`src/hdl/conv_pkg.sv`:
```
package conv_pkg;

    localparam int pixel_w  = 8;
    localparam int weight_w = 8;
    localparam int acc_w    = 20;
    localparam int addr_w   = 12;

    typedef logic [pixel_w-1:0]         pixel_t;
    typedef logic signed [weight_w-1:0] weight_t;
    // wide enough for four products of 255 * -128
    typedef logic signed [acc_w-1:0]    acc_t;
    typedef logic [addr_w-1:0]          pix_addr_t;

    // kernel weights, row then column
    typedef struct packed {
        weight_t w00;
        weight_t w01;
        weight_t w10;
        weight_t w11;
    } kernel_t;

    typedef struct packed {
        pixel_t p00;
        pixel_t p01;
        pixel_t p10;
        pixel_t p11;
    } window_t;

    // index is the raster position in the output image
    typedef struct packed {
        pix_addr_t index;
        acc_t      value;
    } result_t;

    typedef enum logic [3:0] {
        st_idle            = 4'd0,
        st_addr            = 4'd1,
        st_load            = 4'd2,
        st_mac0            = 4'd3,
        st_mac1            = 4'd4,
        st_store           = 4'd5,
        st_update_counters = 4'd6,
        st_check_done      = 4'd7
    } conv_state_e;

endpackage

```
`src/hdl/conv_control.sv`:
```
`timescale 1ns/100ps

module conv_control
(
    input  logic clk,
    input  logic rst_n,
    input  logic conv,
    input  logic done,
    input  logic load_done,
    output logic addr_gen_pulse,
    output logic load,
    output logic add,
    output logic counter_enable,
    output logic flush_acc,
    output logic store,
    output logic busy
);
    import conv_pkg::*;

    conv_state_e state;
    conv_state_e next_state;

    always_ff @(posedge clk or negedge rst_n)
    begin
        if (!rst_n)
            state <= st_idle;
        else
            state <= next_state;
    end

    always_comb
    begin
        // strobes default low, each state raises its own
        addr_gen_pulse = 1'b0;
        flush_acc      = 1'b0;
        load           = 1'b0;
        add            = 1'b0;
        store          = 1'b0;
        counter_enable = 1'b0;
        next_state     = state;

        case (state)
            st_idle:
            begin
                next_state = conv ? st_addr : st_idle;
            end
            st_addr:
            begin
                addr_gen_pulse = 1'b1;
                flush_acc      = 1'b1;
                next_state     = st_load;
            end
            st_load:
            begin
                // held for the whole fetch of four pixels
                load       = 1'b1;
                next_state = load_done ? st_mac0 : st_load;
            end
            st_mac0:
            begin
                add        = 1'b1;
                next_state = st_mac1;
            end
            st_mac1:
            begin
                add        = 1'b1;
                next_state = st_store;
            end
            st_store:
            begin
                store      = 1'b1;
                next_state = st_update_counters;
            end
            st_update_counters:
            begin
                counter_enable = 1'b1;
                next_state     = st_check_done;
            end
            st_check_done:
            begin
                next_state = done ? st_idle : st_addr;
            end
            default:
            begin
                next_state = st_idle;
            end
        endcase
    end

    assign busy = (state != st_idle);

endmodule

```
`src/hdl/conv_addr_gen.sv`:
```
`timescale 1ns/100ps

module conv_addr_gen
#(
    parameter int img_w = 8,
    parameter int img_h = 8
)
(
    input  logic                clk,
    input  logic                rst_n,
    input  logic                addr_gen_pulse,
    input  logic                counter_enable,
    output conv_pkg::pix_addr_t base_addr,
    output conv_pkg::pix_addr_t out_index,
    output logic                done
);
    import conv_pkg::*;

    pix_addr_t row;
    pix_addr_t col;
    logic      last_col;
    logic      last_row;

    // valid region stops one short of each image edge
    assign last_col = (col == pix_addr_t'(img_w - 2));
    assign last_row = (row == pix_addr_t'(img_h - 2));

    always_ff @(posedge clk or negedge rst_n)
    begin
        if (!rst_n)
        begin
            row       <= '0;
            col       <= '0;
            out_index <= '0;
            done      <= 1'b0;
        end
        else
        begin
            if (addr_gen_pulse)
                done <= 1'b0;
            if (counter_enable)
            begin
                if (last_col && last_row)
                begin
                    // frame complete, rewind for the next one
                    row       <= '0;
                    col       <= '0;
                    out_index <= '0;
                    done      <= 1'b1;
                end
                else if (last_col)
                begin
                    row       <= row + 1'b1;
                    col       <= '0;
                    out_index <= out_index + 1'b1;
                end
                else
                begin
                    col       <= col + 1'b1;
                    out_index <= out_index + 1'b1;
                end
            end
        end
    end

    // top-left pixel of the current window
    always_ff @(posedge clk)
    begin
        if (addr_gen_pulse)
            base_addr <= pix_addr_t'(row * img_w + col);
    end

endmodule

```
`src/hdl/conv_window_loader.sv`:
```
`timescale 1ns/100ps

module conv_window_loader
#(
    parameter int img_w = 8
)
(
    input  logic                clk,
    input  logic                rst_n,
    input  logic                load,
    input  conv_pkg::pix_addr_t base_addr,
    input  conv_pkg::pixel_t    pix_data,
    output logic                pix_rd,
    output conv_pkg::pix_addr_t pix_addr,
    output conv_pkg::window_t   window,
    output logic                load_done
);
    import conv_pkg::*;

    localparam logic [2:0] last_tap = 3'd4;

    logic [2:0] tap;
    pix_addr_t  offset;

    always_ff @(posedge clk or negedge rst_n)
    begin
        if (!rst_n)
            tap <= '0;
        else if (!load)
            tap <= '0;
        else if (tap != last_tap)
            tap <= tap + 1'b1;
    end

    // window taps in raster order
    always_comb
    begin
        case (tap)
            3'd0:    offset = '0;
            3'd1:    offset = pix_addr_t'(1);
            3'd2:    offset = pix_addr_t'(img_w);
            default: offset = pix_addr_t'(img_w + 1);
        endcase
    end

    assign pix_addr  = base_addr + offset;
    assign pix_rd    = load && (tap != last_tap);
    assign load_done = load && (tap == last_tap);

    // data returns one cycle after its read, so tap n captures read n-1
    always_ff @(posedge clk)
    begin
        if (load && (tap != 3'd0))
        begin
            case (tap)
                3'd1:    window.p00 <= pix_data;
                3'd2:    window.p01 <= pix_data;
                3'd3:    window.p10 <= pix_data;
                default: window.p11 <= pix_data;
            endcase
        end
    end

endmodule

```
`src/hdl/conv_mac.sv`:
```
`timescale 1ns/100ps

module conv_mac
(
    input  logic              clk,
    input  logic              rst_n,
    input  logic              flush_acc,
    input  logic              add,
    input  conv_pkg::window_t window,
    input  conv_pkg::kernel_t kernel,
    output conv_pkg::acc_t    acc
);
    import conv_pkg::*;

    logic    pair_sel;
    pixel_t  pix_a;
    pixel_t  pix_b;
    weight_t w_a;
    weight_t w_b;
    acc_t    prod_a;
    acc_t    prod_b;

    // pair 0 is the top row of the window, pair 1 the bottom row
    assign pix_a = pair_sel ? window.p10 : window.p00;
    assign pix_b = pair_sel ? window.p11 : window.p01;
    assign w_a   = pair_sel ? kernel.w10 : kernel.w00;
    assign w_b   = pair_sel ? kernel.w11 : kernel.w01;

    // pixels zero-extended, weights sign-extended
    assign prod_a = acc_t'({1'b0, pix_a}) * acc_t'(w_a);
    assign prod_b = acc_t'({1'b0, pix_b}) * acc_t'(w_b);

    always_ff @(posedge clk or negedge rst_n)
    begin
        if (!rst_n)
            pair_sel <= 1'b0;
        else if (flush_acc)
            pair_sel <= 1'b0;
        else if (add)
            pair_sel <= ~pair_sel;
    end

    always_ff @(posedge clk)
    begin
        if (flush_acc)
            acc <= '0;
        else if (add)
            acc <= acc + prod_a + prod_b;
    end

endmodule

```
`src/hdl/conv_top.sv`:
```
`timescale 1ns/100ps

module conv_top
#(
    parameter int img_w = 8,
    parameter int img_h = 8
)
(
    input  logic                clk,
    input  logic                rst_n,
    input  logic                conv,
    input  conv_pkg::kernel_t   kernel,
    input  conv_pkg::pixel_t    pix_data,
    output logic                pix_rd,
    output conv_pkg::pix_addr_t pix_addr,
    output logic                busy,
    output logic                result_valid,
    output conv_pkg::result_t   result
);
    import conv_pkg::*;

    logic      addr_gen_pulse;
    logic      load;
    logic      add;
    logic      counter_enable;
    logic      flush_acc;
    logic      store;
    logic      load_done;
    logic      done;
    pix_addr_t base_addr;
    pix_addr_t out_index;
    window_t   window;
    acc_t      acc;

    conv_control u_control
    (
        .clk            (clk),
        .rst_n          (rst_n),
        .conv           (conv),
        .done           (done),
        .load_done      (load_done),
        .addr_gen_pulse (addr_gen_pulse),
        .load           (load),
        .add            (add),
        .counter_enable (counter_enable),
        .flush_acc      (flush_acc),
        .store          (store),
        .busy           (busy)
    );

    conv_addr_gen #(.img_w(img_w), .img_h(img_h)) u_addr_gen
    (
        .clk            (clk),
        .rst_n          (rst_n),
        .addr_gen_pulse (addr_gen_pulse),
        .counter_enable (counter_enable),
        .base_addr      (base_addr),
        .out_index      (out_index),
        .done           (done)
    );

    conv_window_loader #(.img_w(img_w)) u_loader
    (
        .clk       (clk),
        .rst_n     (rst_n),
        .load      (load),
        .base_addr (base_addr),
        .pix_data  (pix_data),
        .pix_rd    (pix_rd),
        .pix_addr  (pix_addr),
        .window    (window),
        .load_done (load_done)
    );

    conv_mac u_mac
    (
        .clk       (clk),
        .rst_n     (rst_n),
        .flush_acc (flush_acc),
        .add       (add),
        .window    (window),
        .kernel    (kernel),
        .acc       (acc)
    );

    // out_index still names the current position during store
    assign result_valid = store;
    assign result.index = out_index;
    assign result.value = acc;

endmodule

```
`config.mk`:
```
export PLATFORM = sky130hd
export DESIGN_NAME = conv_top
export DESIGN_NICKNAME = d
export VERILOG_FILES = /design/src/hdl/conv_pkg.sv /design/src/hdl/conv_control.sv /design/src/hdl/conv_addr_gen.sv /design/src/hdl/conv_window_loader.sv /design/src/hdl/conv_mac.sv /design/src/hdl/conv_top.sv
export SDC_FILE = /design/constraint.sdc
export NUM_CORES = 1
export LEC_CHECK = 0
export BUFFER_PORTS_ARGS = -buffer_cell sky130_fd_sc_hd__buf_2
export CELL_PAD_IN_SITES_DETAIL_PLACEMENT = 0
export CELL_PAD_IN_SITES_GLOBAL_PLACEMENT = 2
export CORE_ASPECT_RATIO = 0.9
export CORE_UTILIZATION = 30
export CTS_CLUSTER_DIAMETER = 40
export DETAILED_ROUTE_END_ITERATION = 7
export HOLD_SLACK_MARGIN = 0.02
export PLACE_DENSITY_LB_ADDON = 0.1
export SYNTH_ARGS = -nofsm -noshare
export SYNTH_HDL_FRONTEND = slang
export SYNTH_SLANG_ARGS = --single-unit
```
`constraint.sdc`:
```
create_clock -name clk -period 15.9 [get_ports clk]
set_input_delay 1.59 -clock clk [delete_from_list [all_inputs] [get_ports clk]]
set_output_delay 1.59 -clock clk [all_outputs]
set_load 0.02 [all_outputs]
```
==> metrics.md, run 1 <==
| Metric | Value |
|---|---|
| Run status | finished, final reports clean |
| Cell taking the most area after synthesis | fa_1 |
| Dpl cells | 1682 |
| Layout cells sized above 1 | 0.1326 |
| DRT Wirelength | 28510 µm |
| RSZ-0062 raised after global routing | no |
| Top-area cell type share of the netlist area | 0.1771 |
| Synthesized flop and latch total | 108 |
| Total number of yosys warnings | 0 |
| Max clock buf depth | 2 |
| I/O pin count | 90 |
| Leakage Power | 5.823 nW |
| CTS Sinks | 108 |
| Synth Area in Compound Gates | 0.09145 |
| CTS tree | done |
| CP max FO | 8 |
| Seq/Total Area, Yosys | 0.2628 |
| Most common library cell in the layout ignoring fill and taps | inv_1 |
| # Post-CTS Setup Buffers | 0 |
| Worst-path clk slew | approximately 0.080 ns |
| R2R depth | 25 |
| Iter 0 DRT Violations | 331 |
| Post-CTS sizing | 0 |
| Synth Area in XOR/XNOR | 0.06524 |
| Crit path DAT | 8.65 ns |
| Die width | about 200 µm |
| Hpwl dp | between 20000 and 25000 µm |
| Hold_buf cts | 0 |
| Synth cell types | 60 |
| Pins over their slew limit | 0 |
| Met1 usage | 0.2173 |
| Mux cell area share after synthesis | 0.03588 |
| Worst r2r src | u_mac.pair_sel$_DFFE_PN0P_ |
| Synthesized area | 0.01074 mm² |
| CTS buffer count | 9 |
| Buffers added on ports | 89 |
| Asr flop ratio synth | 0.4074 |
| Min Tclk post-route | 8.327 ns |
| Layout area overhead | 12.79% |
| Root buf cell | clkbuf_16 |
| Residual DRC | 0 |
| Top_reg_cell synth | edfxtp_1 |
| Startpoint class of the critical path | input port |
| # Max-Cap Violations | 0 |
| Layout Skew | 0.01970 ns |
| Core area | 0.03513 mm² |
| Starting Density | 0.3057 |
| Largest family of logic cells by synthesized area | adder cells |
| Setup Crit Path Kind | input port to register |
| Post-Syn Instances | 1126 |
| Top Usage Layer GRT | met2 |
| Hold Crit Class | register to register |
| Simple-gate share of the synthesized area | 0.1499 |
| Layout Nets | 1492 |
| Synthesized net count | 1394 |
| GR Util met2 | 0.2724 |
| DR vias | 7791 |
| Sum of negative setup slack | 0 ns |
| Clk_lat worst skew | 0.39 ns |
| Global-route wire length before repair | 45290 µm |
| Final Hold Viols | 0 |
| Min-Delay Startpoint | u_addr_gen.row[11]$_DFFE_PN0P_ |
| Die Ht | 181.5 µm |
| VDD IR max | 0.06928 mV |
| GR Layer Usage met3 | 0.02100 |
| CTS HTree Levels | 3 |
| Gr usage total | 0.1616 |
| Synth top area cells | fa_1 18%, ha_1 15%, edfxtp_1 12% |
| Number of diodes | 0 |
| R2R Setup Slk | just under 8 ns |
| Worst setup EP type | register |
| Row count | 65 |
| Worst r2r dst | u_mac.acc[19]$_SDFFE_PP0P_ |
| Routed WL per cell | 16.79 µm |
| Largest net degree at the start of global routing | 45 |
| DR vias/cell | 4.588 |
| Final Non-Filler Cells | 1698 |
| Relative slew slack | 0.3771 |
| GPL Wtd Cong | 0.7710 |
| Die Footprint | 0.03656 mm² |
| Total gr overflow | 0 |
| Hold depth | 1 |
| Adder-cell share of the synthesized area | 0.3285 |
| Setup Viol. Count Final | 0 |
| P per Cell Area | 101.6 mW/mm² |
| Hold endpoint | u_addr_gen.row[11]$_DFFE_PN0P_ |
| Syn_area_per_cell | between 9 and 10 µm² |
| Worst-Margin Slew | roughly 0.9 ns |
| Req. time, crit path | roughly 16 ns |
| Final Cycle Share | 0.5237 |
| DRT Pass-1 Iters | 4 |
| Initial antenna violation count | 1 |
| Post-route ant nets | 0 |
| Number of synthesized flops with an enable pin | between 40 and 50 |
| Vias in the first global route | 7970 |
| Most frequent cells in the layout | 172 x inv_1, 130 x ha_1, 128 x nor2_1 |
| Fmax | about 0.12 GHz |
-- flip-flops by register name, indices dropped and copies added, names as in the netlist, 3 cells and up --
| signal | flops |
|---|---|
| u_addr_gen.out_index | 12 |
| u_control.state | 3 |
| u_addr_gen.row | 12 |
| u_loader.tap | 3 |
| u_mac.acc | 20 |
| u_addr_gen.col | 12 |
| u_loader.window | 32 |
| u_addr_gen.base_addr | 12 |
-- Yosys cell counts (29+ instances only) --
library cell and instances:
nor2_1 128, o21ai_0 38, xnor2_1 48, a21oi_1 48, dfrtp_1 44, nand2_1 66
xor2_1 32, inv_1 172, mux2i_1 34, fa_1 95, or2_2 29, edfxtp_1 44
ha_1 130
-- layout make-up --
type,instances,area (µm²)
clock buffers,10,250.2
clock inverters,6,41.29
fillers,3700,23020
inverters,172,645.6
multi-input cells,831,7223
flip-flops and latches,108,2824
well taps,469,586.8
repair buffers,102,543.0
-- metal layers --
metal | routed length, µm | part of all wire
met1 | 13670 | 0.48
met2 | 13720 | 0.48
met3 | 663 | 0.023
met4 | 446 | 0.016
met5 | 0 | 0
-- power by group --
part           switching [mW]  internal, mW  total [mW]
clock network           0.122         0.117       0.239
logic                   0.423         0.278       0.702
registers            0.000269         0.290       0.290
-- how the worst max path moves through the flow --
stage                    start  slack (ns)                          to  cells after the start
finish              kernel[14]        7.57  u_mac.acc[19]$_SDFFE_PP0P_                     25
global route        kernel[14]        7.04  u_mac.acc[19]$_SDFFE_PP0P_                     25
CTS                 kernel[14]        7.55  u_mac.acc[19]$_SDFFE_PP0P_                     25
detailed placement  kernel[14]        7.18  u_mac.acc[19]$_SDFFE_PP0P_                     25
global placement    kernel[14]        7.15  u_mac.acc[19]$_SDFFE_PP0P_                     25
floorplan           kernel[15]        8.24  u_mac.acc[19]$_SDFFE_PP0P_                     23
-- kinds of logic (layout without fill, tap and decap cells) --
| group | after synthesis | count (layout) |
|---|---|---|
| AND/OR/NAND/NOR | 336 | 336 |
| adder cells (fa/ha/maj) | 225 | 225 |
| buffers and inverters | 187 | 290 |
| AO/OA/AOI/OAI | 152 | 152 |
| flip-flops | 108 | 108 |
| XOR/XNOR | 80 | 80 |
| multiplexers | 38 | 38 |
-- stage by stage --
step	worst slack [ns]	cell area [µm²]	hold WS, ns	total power [mW]	utilization
finish	7.573	12110	0.4720	1.230	0.3448
CTS	7.547	12110	0.4764	1.255	0.3448
global route	7.039	12110	0.4860	1.342	0.3448
detailed placement	7.178	11820	0.4613	1.004	0.3365
floorplan	8.243	10740	0.4429	0.8308	-
global placement	7.154	11820	0.4563	1.013	0.3365
-- worst max-delay path: stages --
cell,delay (ns)
buf_2,0.10
mux2i_1,0.67
or2_2,0.25
fa_1,0.45
fa_1,0.54
inv_1,0.05
fa_1,0.53
inv_1,0.05
fa_1,0.53
inv_1,0.04
ha_1,0.36
o21ai_0,0.16
a21oi_1,0.15
o31ai_1,0.56
o21ai_0,0.19
a21oi_1,0.20
xnor2_1,0.28
fa_1,0.51
ha_1,0.37
a21o_1,0.20
a21o_1,0.17
a21oi_1,0.21
nand4_1,0.12
mux2_2,0.30
nand3_1,0.06
No activity file was read; power rests on OpenSTA's default activity.
==> inputs of run 2 (changes only) <==
--- a/config.mk
+++ b/config.mk
@@ -5,6 +5,7 @@
 export SDC_FILE = /design/constraint.sdc
 export NUM_CORES = 1
 export LEC_CHECK = 0
+export ABC_AREA = 1
 export BUFFER_PORTS_ARGS = -buffer_cell sky130_fd_sc_hd__buf_2
 export CELL_PAD_IN_SITES_DETAIL_PLACEMENT = 0
 export CELL_PAD_IN_SITES_GLOBAL_PLACEMENT = 2
==> constraint.sdc (replaced) <==
create_clock -name clk -period 7.1 [get_ports clk]
set_input_delay 0.71 -clock clk [delete_from_list [all_inputs] [get_ports clk]]
set_output_delay 0.71 -clock clk [all_outputs]
set_load 0.02 [all_outputs]
==> run 2 against run 1 <==
  * The run now ends with design-rule violations left
  * Critical path depth rose by 6
  * Total power grew 140%
  * Critical path type is now register to register
  * Non-clock buffer count increased by 22
  * Core utilization grew 0.31 points
  * Sequential cell count did not move
  * Clock power grew 130%
  * Worst setup slack got worse by 7.1 ns
  * Highest routed layer is now met5
  * Combinational power rose to 2.5 times the previous value
  * Sequential share of layout area decreased by 1.5 points
  * Critical endpoint is now u_mac.acc[15]$_SDFFE_PP0P_
  * Cell count grew 18%
==> metrics.md, run 2 <==
| Metric | Value |
|---|---|
| Run status | finished with violations (was finished, final reports clean) |
| Failing checks | design-rule violations |
| DRT Pass-1 Iters | 8 (was 4) |
| Gr usage total | 0.1678 (was 0.1616) |
| Post-synth top cells | 293 x inv_1, 218 x nand2_1, 145 x nor2_1, 130 x ha_1, 95 x fa_1 (was 172 x inv_1, 130 x ha_1, 128 x nor2_1, 95 x fa_1, 66 x nand2_1) |
| Starting Density | 0.3048 (was 0.3057) |
| Die width | 207.0 µm (was 201.4 µm) |
| Synth cell types | 41 (was 60) |
| Max reg flops | 32 (unchanged) |
| Row count | 67 (was 65) |
| DR vias/cell | 4.464 (was 4.588) |
| Vias in the first global route | 9008 (was 7970) |
| Slowest cell on the critical path | fa_1 (was mux2i_1) |
| Max clock buf depth | 2 (unchanged) |
| Number of diodes | 0 (unchanged) |
| Top_reg_cell synth | edfxtp_1 (unchanged) |
| Synth top area cells | fa_1 17%, ha_1 14%, edfxtp_1 12% (was fa_1 18%, ha_1 15%, edfxtp_1 12%) |
| Final Hold Viols | 0 (unchanged) |
| Hold Crit Class | input port to asynchronous set/reset pin (was register to register) |
| Layout cells sized above 1 | 0.1279 (was 0.1326) |
| Hpwl dp | 25940 µm (was 23170 µm) |
| VDD IR max | 0.1656 mV (was 0.06928 mV) |
| Worst setup EP type | register (unchanged) |
| DP Area | 0.01260 mm² (was 0.01182 mm²) |
| Top flop regs | u_loader.window (32), u_mac.acc (20) (unchanged) |
| Syn_area_per_cell | 8.155 µm² (was 9.538 µm²) |
| Worst-path clk slew | 0.09 ns (was 0.08 ns) |
| P per Cell Area | 229.8 mW/mm² (was 101.6 mW/mm²) |
| Most frequent cells in the layout | 293 x inv_1, 218 x nand2_1, 145 x nor2_1 (was 172 x inv_1, 130 x ha_1, 128 x nor2_1) |
| Pins over their slew limit | 0 (unchanged) |
| Min Tclk post-route | roughly 6.6 ns |
| Iter 0 DRT Violations | 480 (was 331) |
| Critical path's top delay family | adder cells (unchanged) |
| # Max-Cap Violations | 0 (unchanged) |
| Most common library cell in the layout ignoring fill and taps | inv_1 (unchanged) |
| Fin area | 0.01295 mm² (was 0.01211 mm²) |
| Biggest register | u_loader.window (unchanged) |
| Setup Crit Path Kind | register to register (was input port to register) |
| Top-area cell type share of the netlist area | 0.1677 (was 0.1771) |
| Largest net degree at the start of global routing | 45 (unchanged) |
| Number of synthesized flops with an enable pin | 44 (unchanged) |
| Core area | 0.03722 mm² (was 0.03513 mm²) |
| Fillers | 4108 (was 3700) |
| CTS tree | done (unchanged) |
| Seq/Total Area, Yosys | 0.2488 (was 0.2628) |
| Setup Viol. Count Final | 0 (unchanged) |
| Fmax | 0.1506 GHz |
| Post-route ant nets | 0 (unchanged) |
| Startpoint class of the critical path | register (was input port) |
| Synthesized area | 0.01134 mm² (was 0.01074 mm²) |
| DR vias | 8928 (was 7791) |
| Layout Nets | 1780 (was 1492) |
| Buf/Inv on CP | 8 (was 4) |
| CTS buffer count | 9 (unchanged) |
| Final Cycle Share | 0.9354 |
| Layout Skew | 0.01596 ns (was 0.01970 ns) |
| Initial antenna violation count | 2 (was 1) |
| Root buf cell | clkbuf_16 (unchanged) |
| Worst-Margin Slew | 1.217 ns (was 0.9083 ns) |
| Die Footprint | 0.03859 mm² (was 0.03656 mm²) |
| Routed WL per cell | 15.35 µm (was 16.79 µm) |
| Residual DRC | 1 (was 0) |
| CP max FO | 21 (was 8) |
| Post-Syn Instances | 1391 (was 1126) |
| Sum of negative setup slack | 0 ns (unchanged) |
| I/O pin count | 90 (unchanged) |
| RSZ-0062 raised after global routing | no (unchanged) |
| Most common cell in the netlist | inv_1 (unchanged) |
| Relative slew slack | 0.1822 (was 0.3771) |
| Global-route wire length before repair | 49600 µm (was 45290 µm) |
| Total gr overflow | 0 (unchanged) |
| # Post-CTS Setup Buffers | 0 (unchanged) |
| Synthesized flop and latch total | 108 (unchanged) |
| CTS Sinks | 108 (unchanged) |
| CP max stage delay | 0.52 ns (was 0.67 ns) |
| Hold_buf cts | 0 (unchanged) |
| Asr flop ratio synth | 0.4074 (unchanged) |
| Cell taking the most area after synthesis | fa_1 (unchanged) |
| GPL Wtd Cong | 0.8140 (was 0.7710) |
| WHS | 0.4031 ns (was 0.4720 ns) |
| Die Ht | 186.5 µm (was 181.5 µm) |
| Crit path DAT | 6.94 ns (was 8.65 ns) |
| Layout area overhead | 14.15% (was 12.79%) |
| CTS HTree Levels | 3 (unchanged) |
| Synthesized net count | 1659 (was 1394) |
| Total number of yosys warnings | 0 (unchanged) |
| Leakage Power | 6.676 nW (was 5.823 nW) |
| DRT Wirelength | 30700 µm (was 28510 µm) |
| Buffers added on ports | 89 (unchanged) |
| Clk_lat worst skew | 0.39 ns (about the same) |
| Req. time, crit path | 7.40 ns (was 16.22 ns) |
-- run 2: power breakdown --
group          switching (mW)  internal (mW)  leakage, nW
Combinational            1.14          0.640         5.39
Clock                   0.269          0.282        0.151
Sequential           0.000418          0.649         1.14
Total                    1.41           1.57         6.68
-- run 2: what timing repair did --
action / 4_1_cts / 5_1_grt
endpoints found under the setup margin: 0 / 7
gates resized for setup: 0 / 7
hold endpoints to repair: 0 / 0
-- run 2: cell families after synthesis --
| family | count (synthesis) | share of synthesized area |
|---|---|---|
| and+or+nand+nor | 511 | 0.1953 |
| buffers and inverters | 310 | 0.1038 |
| adders and majority gates | 225 | 0.3111 |
| AOI/OAI and AO/OA | 157 | 0.07832 |
| DFF | 108 | 0.2488 |
| xor gates and xnor gates | 72 | 0.05559 |
| muxes | 8 | 0.007060 |
-- run 2: layout make-up --
cell class,instances,area [µm²],share of cell area
Sequential cell,108,2824,0.2181
Clock inverter,7,91.34,0.007054
Multi-Input combinational cell,973,7370,0.5691
Timing Repair Buffer,124,720.7,0.05566
Inverter,296,1114,0.08600
Clock buffer,9,225.2,0.01739
Tap cell,483,604.3,0.04667
-- run 2: worst paths after layout --
path / start / to / slack, ns / depth (start not counted)
worst max-delay path: u_mac.pair_sel$_DFFE_PN0P_ / u_mac.acc[15]$_SDFFE_PP0P_ / 0.46 / 31
worst min-delay path: rst_n / u_addr_gen.out_index[5]$_DFFE_PN0P_ / 0.40 / 2
worst max register to register: u_mac.pair_sel$_DFFE_PN0P_ / u_mac.acc[15]$_SDFFE_PP0P_ / 0.46 / 31
worst min register to register: u_addr_gen.done$_DFF_PN0_ / u_addr_gen.done$_DFF_PN0_ / 0.50 / 2
max in group asynchronous: rst_n / u_mac.pair_sel$_DFFE_PN0P_ / 6.23 / 2
min in group clk: u_addr_gen.done$_DFF_PN0_ / u_addr_gen.done$_DFF_PN0_ / 0.50 / 2
-- run 2: stage by stage --
stage	power (mW)	instances	worst slack, ns	util
after global placement	2.485	1984	0.2318	0.3386
after floorplan	2.005	1391	0.7149	-
after CTS	3.052	2000	0.1751	0.3471
after detailed placement	2.469	1984	0.1629	0.3386
final	2.976	2000	0.4587	0.3479
after global routing	3.346	2000	0.01062	0.3479
-- run 2: layer usage --
metal | track usage | part of all wire
met1 | 0.2388 | 0.49
met2 | 0.2574 | 0.45
met3 | 0.04191 | 0.041
met4 | 0.03060 | 0.011
met5 | 0 | 0.00065
==> inputs of run 3 (changes only) <==
--- a/config.mk
+++ b/config.mk
@@ -7,8 +7,8 @@
 export LEC_CHECK = 0
 export ABC_AREA = 1
 export BUFFER_PORTS_ARGS = -buffer_cell sky130_fd_sc_hd__buf_2
-export CELL_PAD_IN_SITES_DETAIL_PLACEMENT = 0
-export CELL_PAD_IN_SITES_GLOBAL_PLACEMENT = 2
+export CELL_PAD_IN_SITES_DETAIL_PLACEMENT = 1
+export CELL_PAD_IN_SITES_GLOBAL_PLACEMENT = 1
 export CORE_ASPECT_RATIO = 0.9
 export CORE_UTILIZATION = 30
 export CTS_CLUSTER_DIAMETER = 40
==> run 3 against run 2 <==
  * The flow still finishes with violations (design-rule violations)
  * Global-route usage rose by 0.95 points
  * Total power rose by 2.6%
  * Maximum frequency rose by 1.0%
  * Worst hold slack improved by 0.021 ns
  * Cell area rose by 0.56%
  * Clock skew fell by 0.0028 ns
  * Worst setup slack improved by 0.068 ns
  * Critical path type unchanged
==> metrics.md, run 3 (same netlist as run 2, synthesis figures left out) <==
| Metric | Value |
|---|---|
| Failing checks | design-rule violations (unchanged) |
| Pins over their slew limit | 0 (unchanged) |
| Total gr overflow | 0 (unchanged) |
| Residual DRC | 2 (was 1) |
| Post-route core utilization | 0.3498 (was 0.3479) |
| Biggest register | u_loader.window (unchanged) |
| Root buf cell | clkbuf_16 (unchanged) |
| DRT Pass-1 Iters | 8 (unchanged) |
| Top flop regs | u_loader.window (32), u_mac.acc (20) (unchanged) |
| Number of diodes | 0 (unchanged) |
| Max reg flops | 32 (unchanged) |
| GPL Wtd Cong | 0.8743 (was 0.8140) |
| Setup Crit Path Kind | register to register (unchanged) |
| DR vias | 9154 (was 8928) |
| Power Total | 3.054 mW (was 2.976 mW) |
| Post-route ant nets | 0 (unchanged) |
| # Post-CTS Setup Buffers | 0 (unchanged) |
| Most common library cell in the layout ignoring fill and taps | inv_1 (unchanged) |
| VDD IR max | 0.1535 mV (was 0.1656 mV) |
| Setup Viol. Count Final | 0 (unchanged) |
| Row count | 67 (unchanged) |
| Run status | finished with violations (unchanged) |
| Hpwl dp | 27590 µm (was 25940 µm) |
| Largest net degree at the start of global routing | 45 (unchanged) |
| Buffers added on ports | 89 (unchanged) |
| Global-route wire length before repair | 52850 µm (was 49600 µm) |
| CP max FO | 19 (was 21) |
| CTS buffer count | 9 (unchanged) |
| Startpoint class of the critical path | register (unchanged) |
| Worst-Margin Slew | 0.7768 ns (was 1.217 ns) |
| Final Hold Viols | 0 (unchanged) |
| Min Tclk post-route | 6.574 ns (was 6.641 ns) |
| Leakage Power | 6.726 nW (was 6.676 nW) |
| Critical path's top delay family | adder cells (unchanged) |
| Slowest cell on the critical path | fa_1 (unchanged) |
| Gr usage total | 0.1773 (was 0.1678) |
| Routed WL per cell | 16.26 µm (was 15.35 µm) |
| Layout Skew | 0.01320 ns (was 0.01596 ns) |
| Buf/Inv on CP | 9 (was 8) |
| Final Non-Filler Cells | 2004 (was 2000) |
| Starting Density | 0.3048 (unchanged) |
| Die width | 207.0 µm (unchanged) |
| Vias in the first global route | 9534 (was 9008) |
| Die Footprint | 0.03859 mm² (unchanged) |
| Layout area overhead | 14.79% (was 14.15%) |
| Crit path DAT | 6.86 ns (was 6.94 ns) |
| Clk_lat worst skew | 0.39 ns (about the same) |
| Worst-path clk slew | 0.08 ns (was 0.09 ns) |
| Relative slew slack | 0.4816 (was 0.1822) |
| Layout cells sized above 1 | 0.1361 (was 0.1279) |
| Req. time, crit path | 7.39 ns (was 7.40 ns) |
| I/O pin count | 90 (unchanged) |
| Iter 0 DRT Violations | 388 (was 480) |
| CTS tree | done (unchanged) |
| Fmax | 0.1521 GHz (was 0.1506 GHz) |
| Most frequent cells in the layout | 293 x inv_1, 218 x nand2_1, 145 x nor2_1 (unchanged) |
| CP max stage delay | 0.56 ns (was 0.52 ns) |
| Layout Nets | 1784 (was 1780) |
| CTS Sinks | 108 (unchanged) |
| Worst setup EP type | register (unchanged) |
| # Max-Cap Violations | 0 (unchanged) |
| Max clock buf depth | 2 (unchanged) |
| P per Cell Area | 234.5 mW/mm² (was 229.8 mW/mm²) |
| Dpl cells | 1988 (was 1984) |
| DR vias/cell | 4.568 (was 4.464) |
| Sum of negative setup slack | 0 ns (unchanged) |
| RSZ-0062 raised after global routing | no (unchanged) |
| Final Cycle Share | 0.9259 (was 0.9354) |
| Most used cell, CP | nand2_1 |
| Core area | 0.03722 mm² (unchanged) |
| Initial antenna violation count | 0 (was 2) |
| Hold Crit Class | input port to asynchronous set/reset pin (unchanged) |
| DRT Wirelength | 32580 µm (was 30700 µm) |
| CTS HTree Levels | 3 (unchanged) |
| Die Ht | 186.5 µm (unchanged) |
run 3: cell types whose count changed in the layout (fill, tap and decap cells not counted), sizes merged:
cell / change
clkinvlp: -1
clkbuf: +3
buf: +4
bufinv: -1
inv: -1
run 3: what timing repair did:
action	CTS	global route
hold buffers	0	0
setup endpoints to repair	0	9
gates resized for setup	0	13
hold endpoints to repair	0	0
run 3: cell type report:
class                           instances  area (µm²)
Tap cell                              483       604.3
Fill cell                            4573       24200
Clock inverter                          4       42.54
Clock buffer                           12       300.3
Timing Repair Buffer                  128       738.2
Inverter                              296        1111
Sequential cell                       108        2824
Multi-Input combinational cell        973        7401
run 3: final timing paths:
check	from	end	slack [ns]	cells after the start
max	u_mac.pair_sel$_DFFE_PN0P_	u_mac.acc[19]$_SDFFE_PP0P_	0.53	34
min	rst_n	u_loader.tap[1]$_DFFE_PN0P_	0.42	2
max reg2reg	u_mac.pair_sel$_DFFE_PN0P_	u_mac.acc[19]$_SDFFE_PP0P_	0.53	34
min reg2reg	u_addr_gen.col[0]$_DFFE_PN0P_	u_addr_gen.base_addr[0]$_DFFE_PP_	0.50	0
max in group asynchronous	rst_n	u_mac.pair_sel$_DFFE_PN0P_	6.23	2
min in group clk	u_addr_gen.col[0]$_DFFE_PN0P_	u_addr_gen.base_addr[0]$_DFFE_PP_	0.50	0
run 3: per-stage QoR:
stage               cell area (µm²)  hold slack (ns)  setup slack [ns]
finish                        13020           0.4239            0.5262
global route                  13020           0.4612           0.01399
CTS                           12960           0.4320            0.1740
detailed placement            12620           0.4791            0.1988
global placement              12620           0.4810            0.2316
floorplan                     11340           0.4144            0.7149
run 3: power breakdown:
part / internal, mW / switching (mW)
sequential: 0.649 / 0.000444
clock: 0.309 / 0.268
combinational: 0.655 / 1.17
total: 1.61 / 1.44
run 3: routing by layer:
metal,wire (µm),track usage
met5,0,0
met4,289,0.03369
met3,1118,0.03406
met2,13800,0.2562
met1,17370,0.2717
run 3: worst reg2reg max path: cells and delay by family (launching register included):
kind | cells | cell delay (ns)
adders and majority gates | 7 | 3.31
and+or+nand+nor | 15 | 1.67
buffers and inverters | 9 | 0.68
DFF | 1 | 0.39
AOI/OAI and AO/OA | 2 | 0.24
xor gates and xnor gates | 1 | 0.18
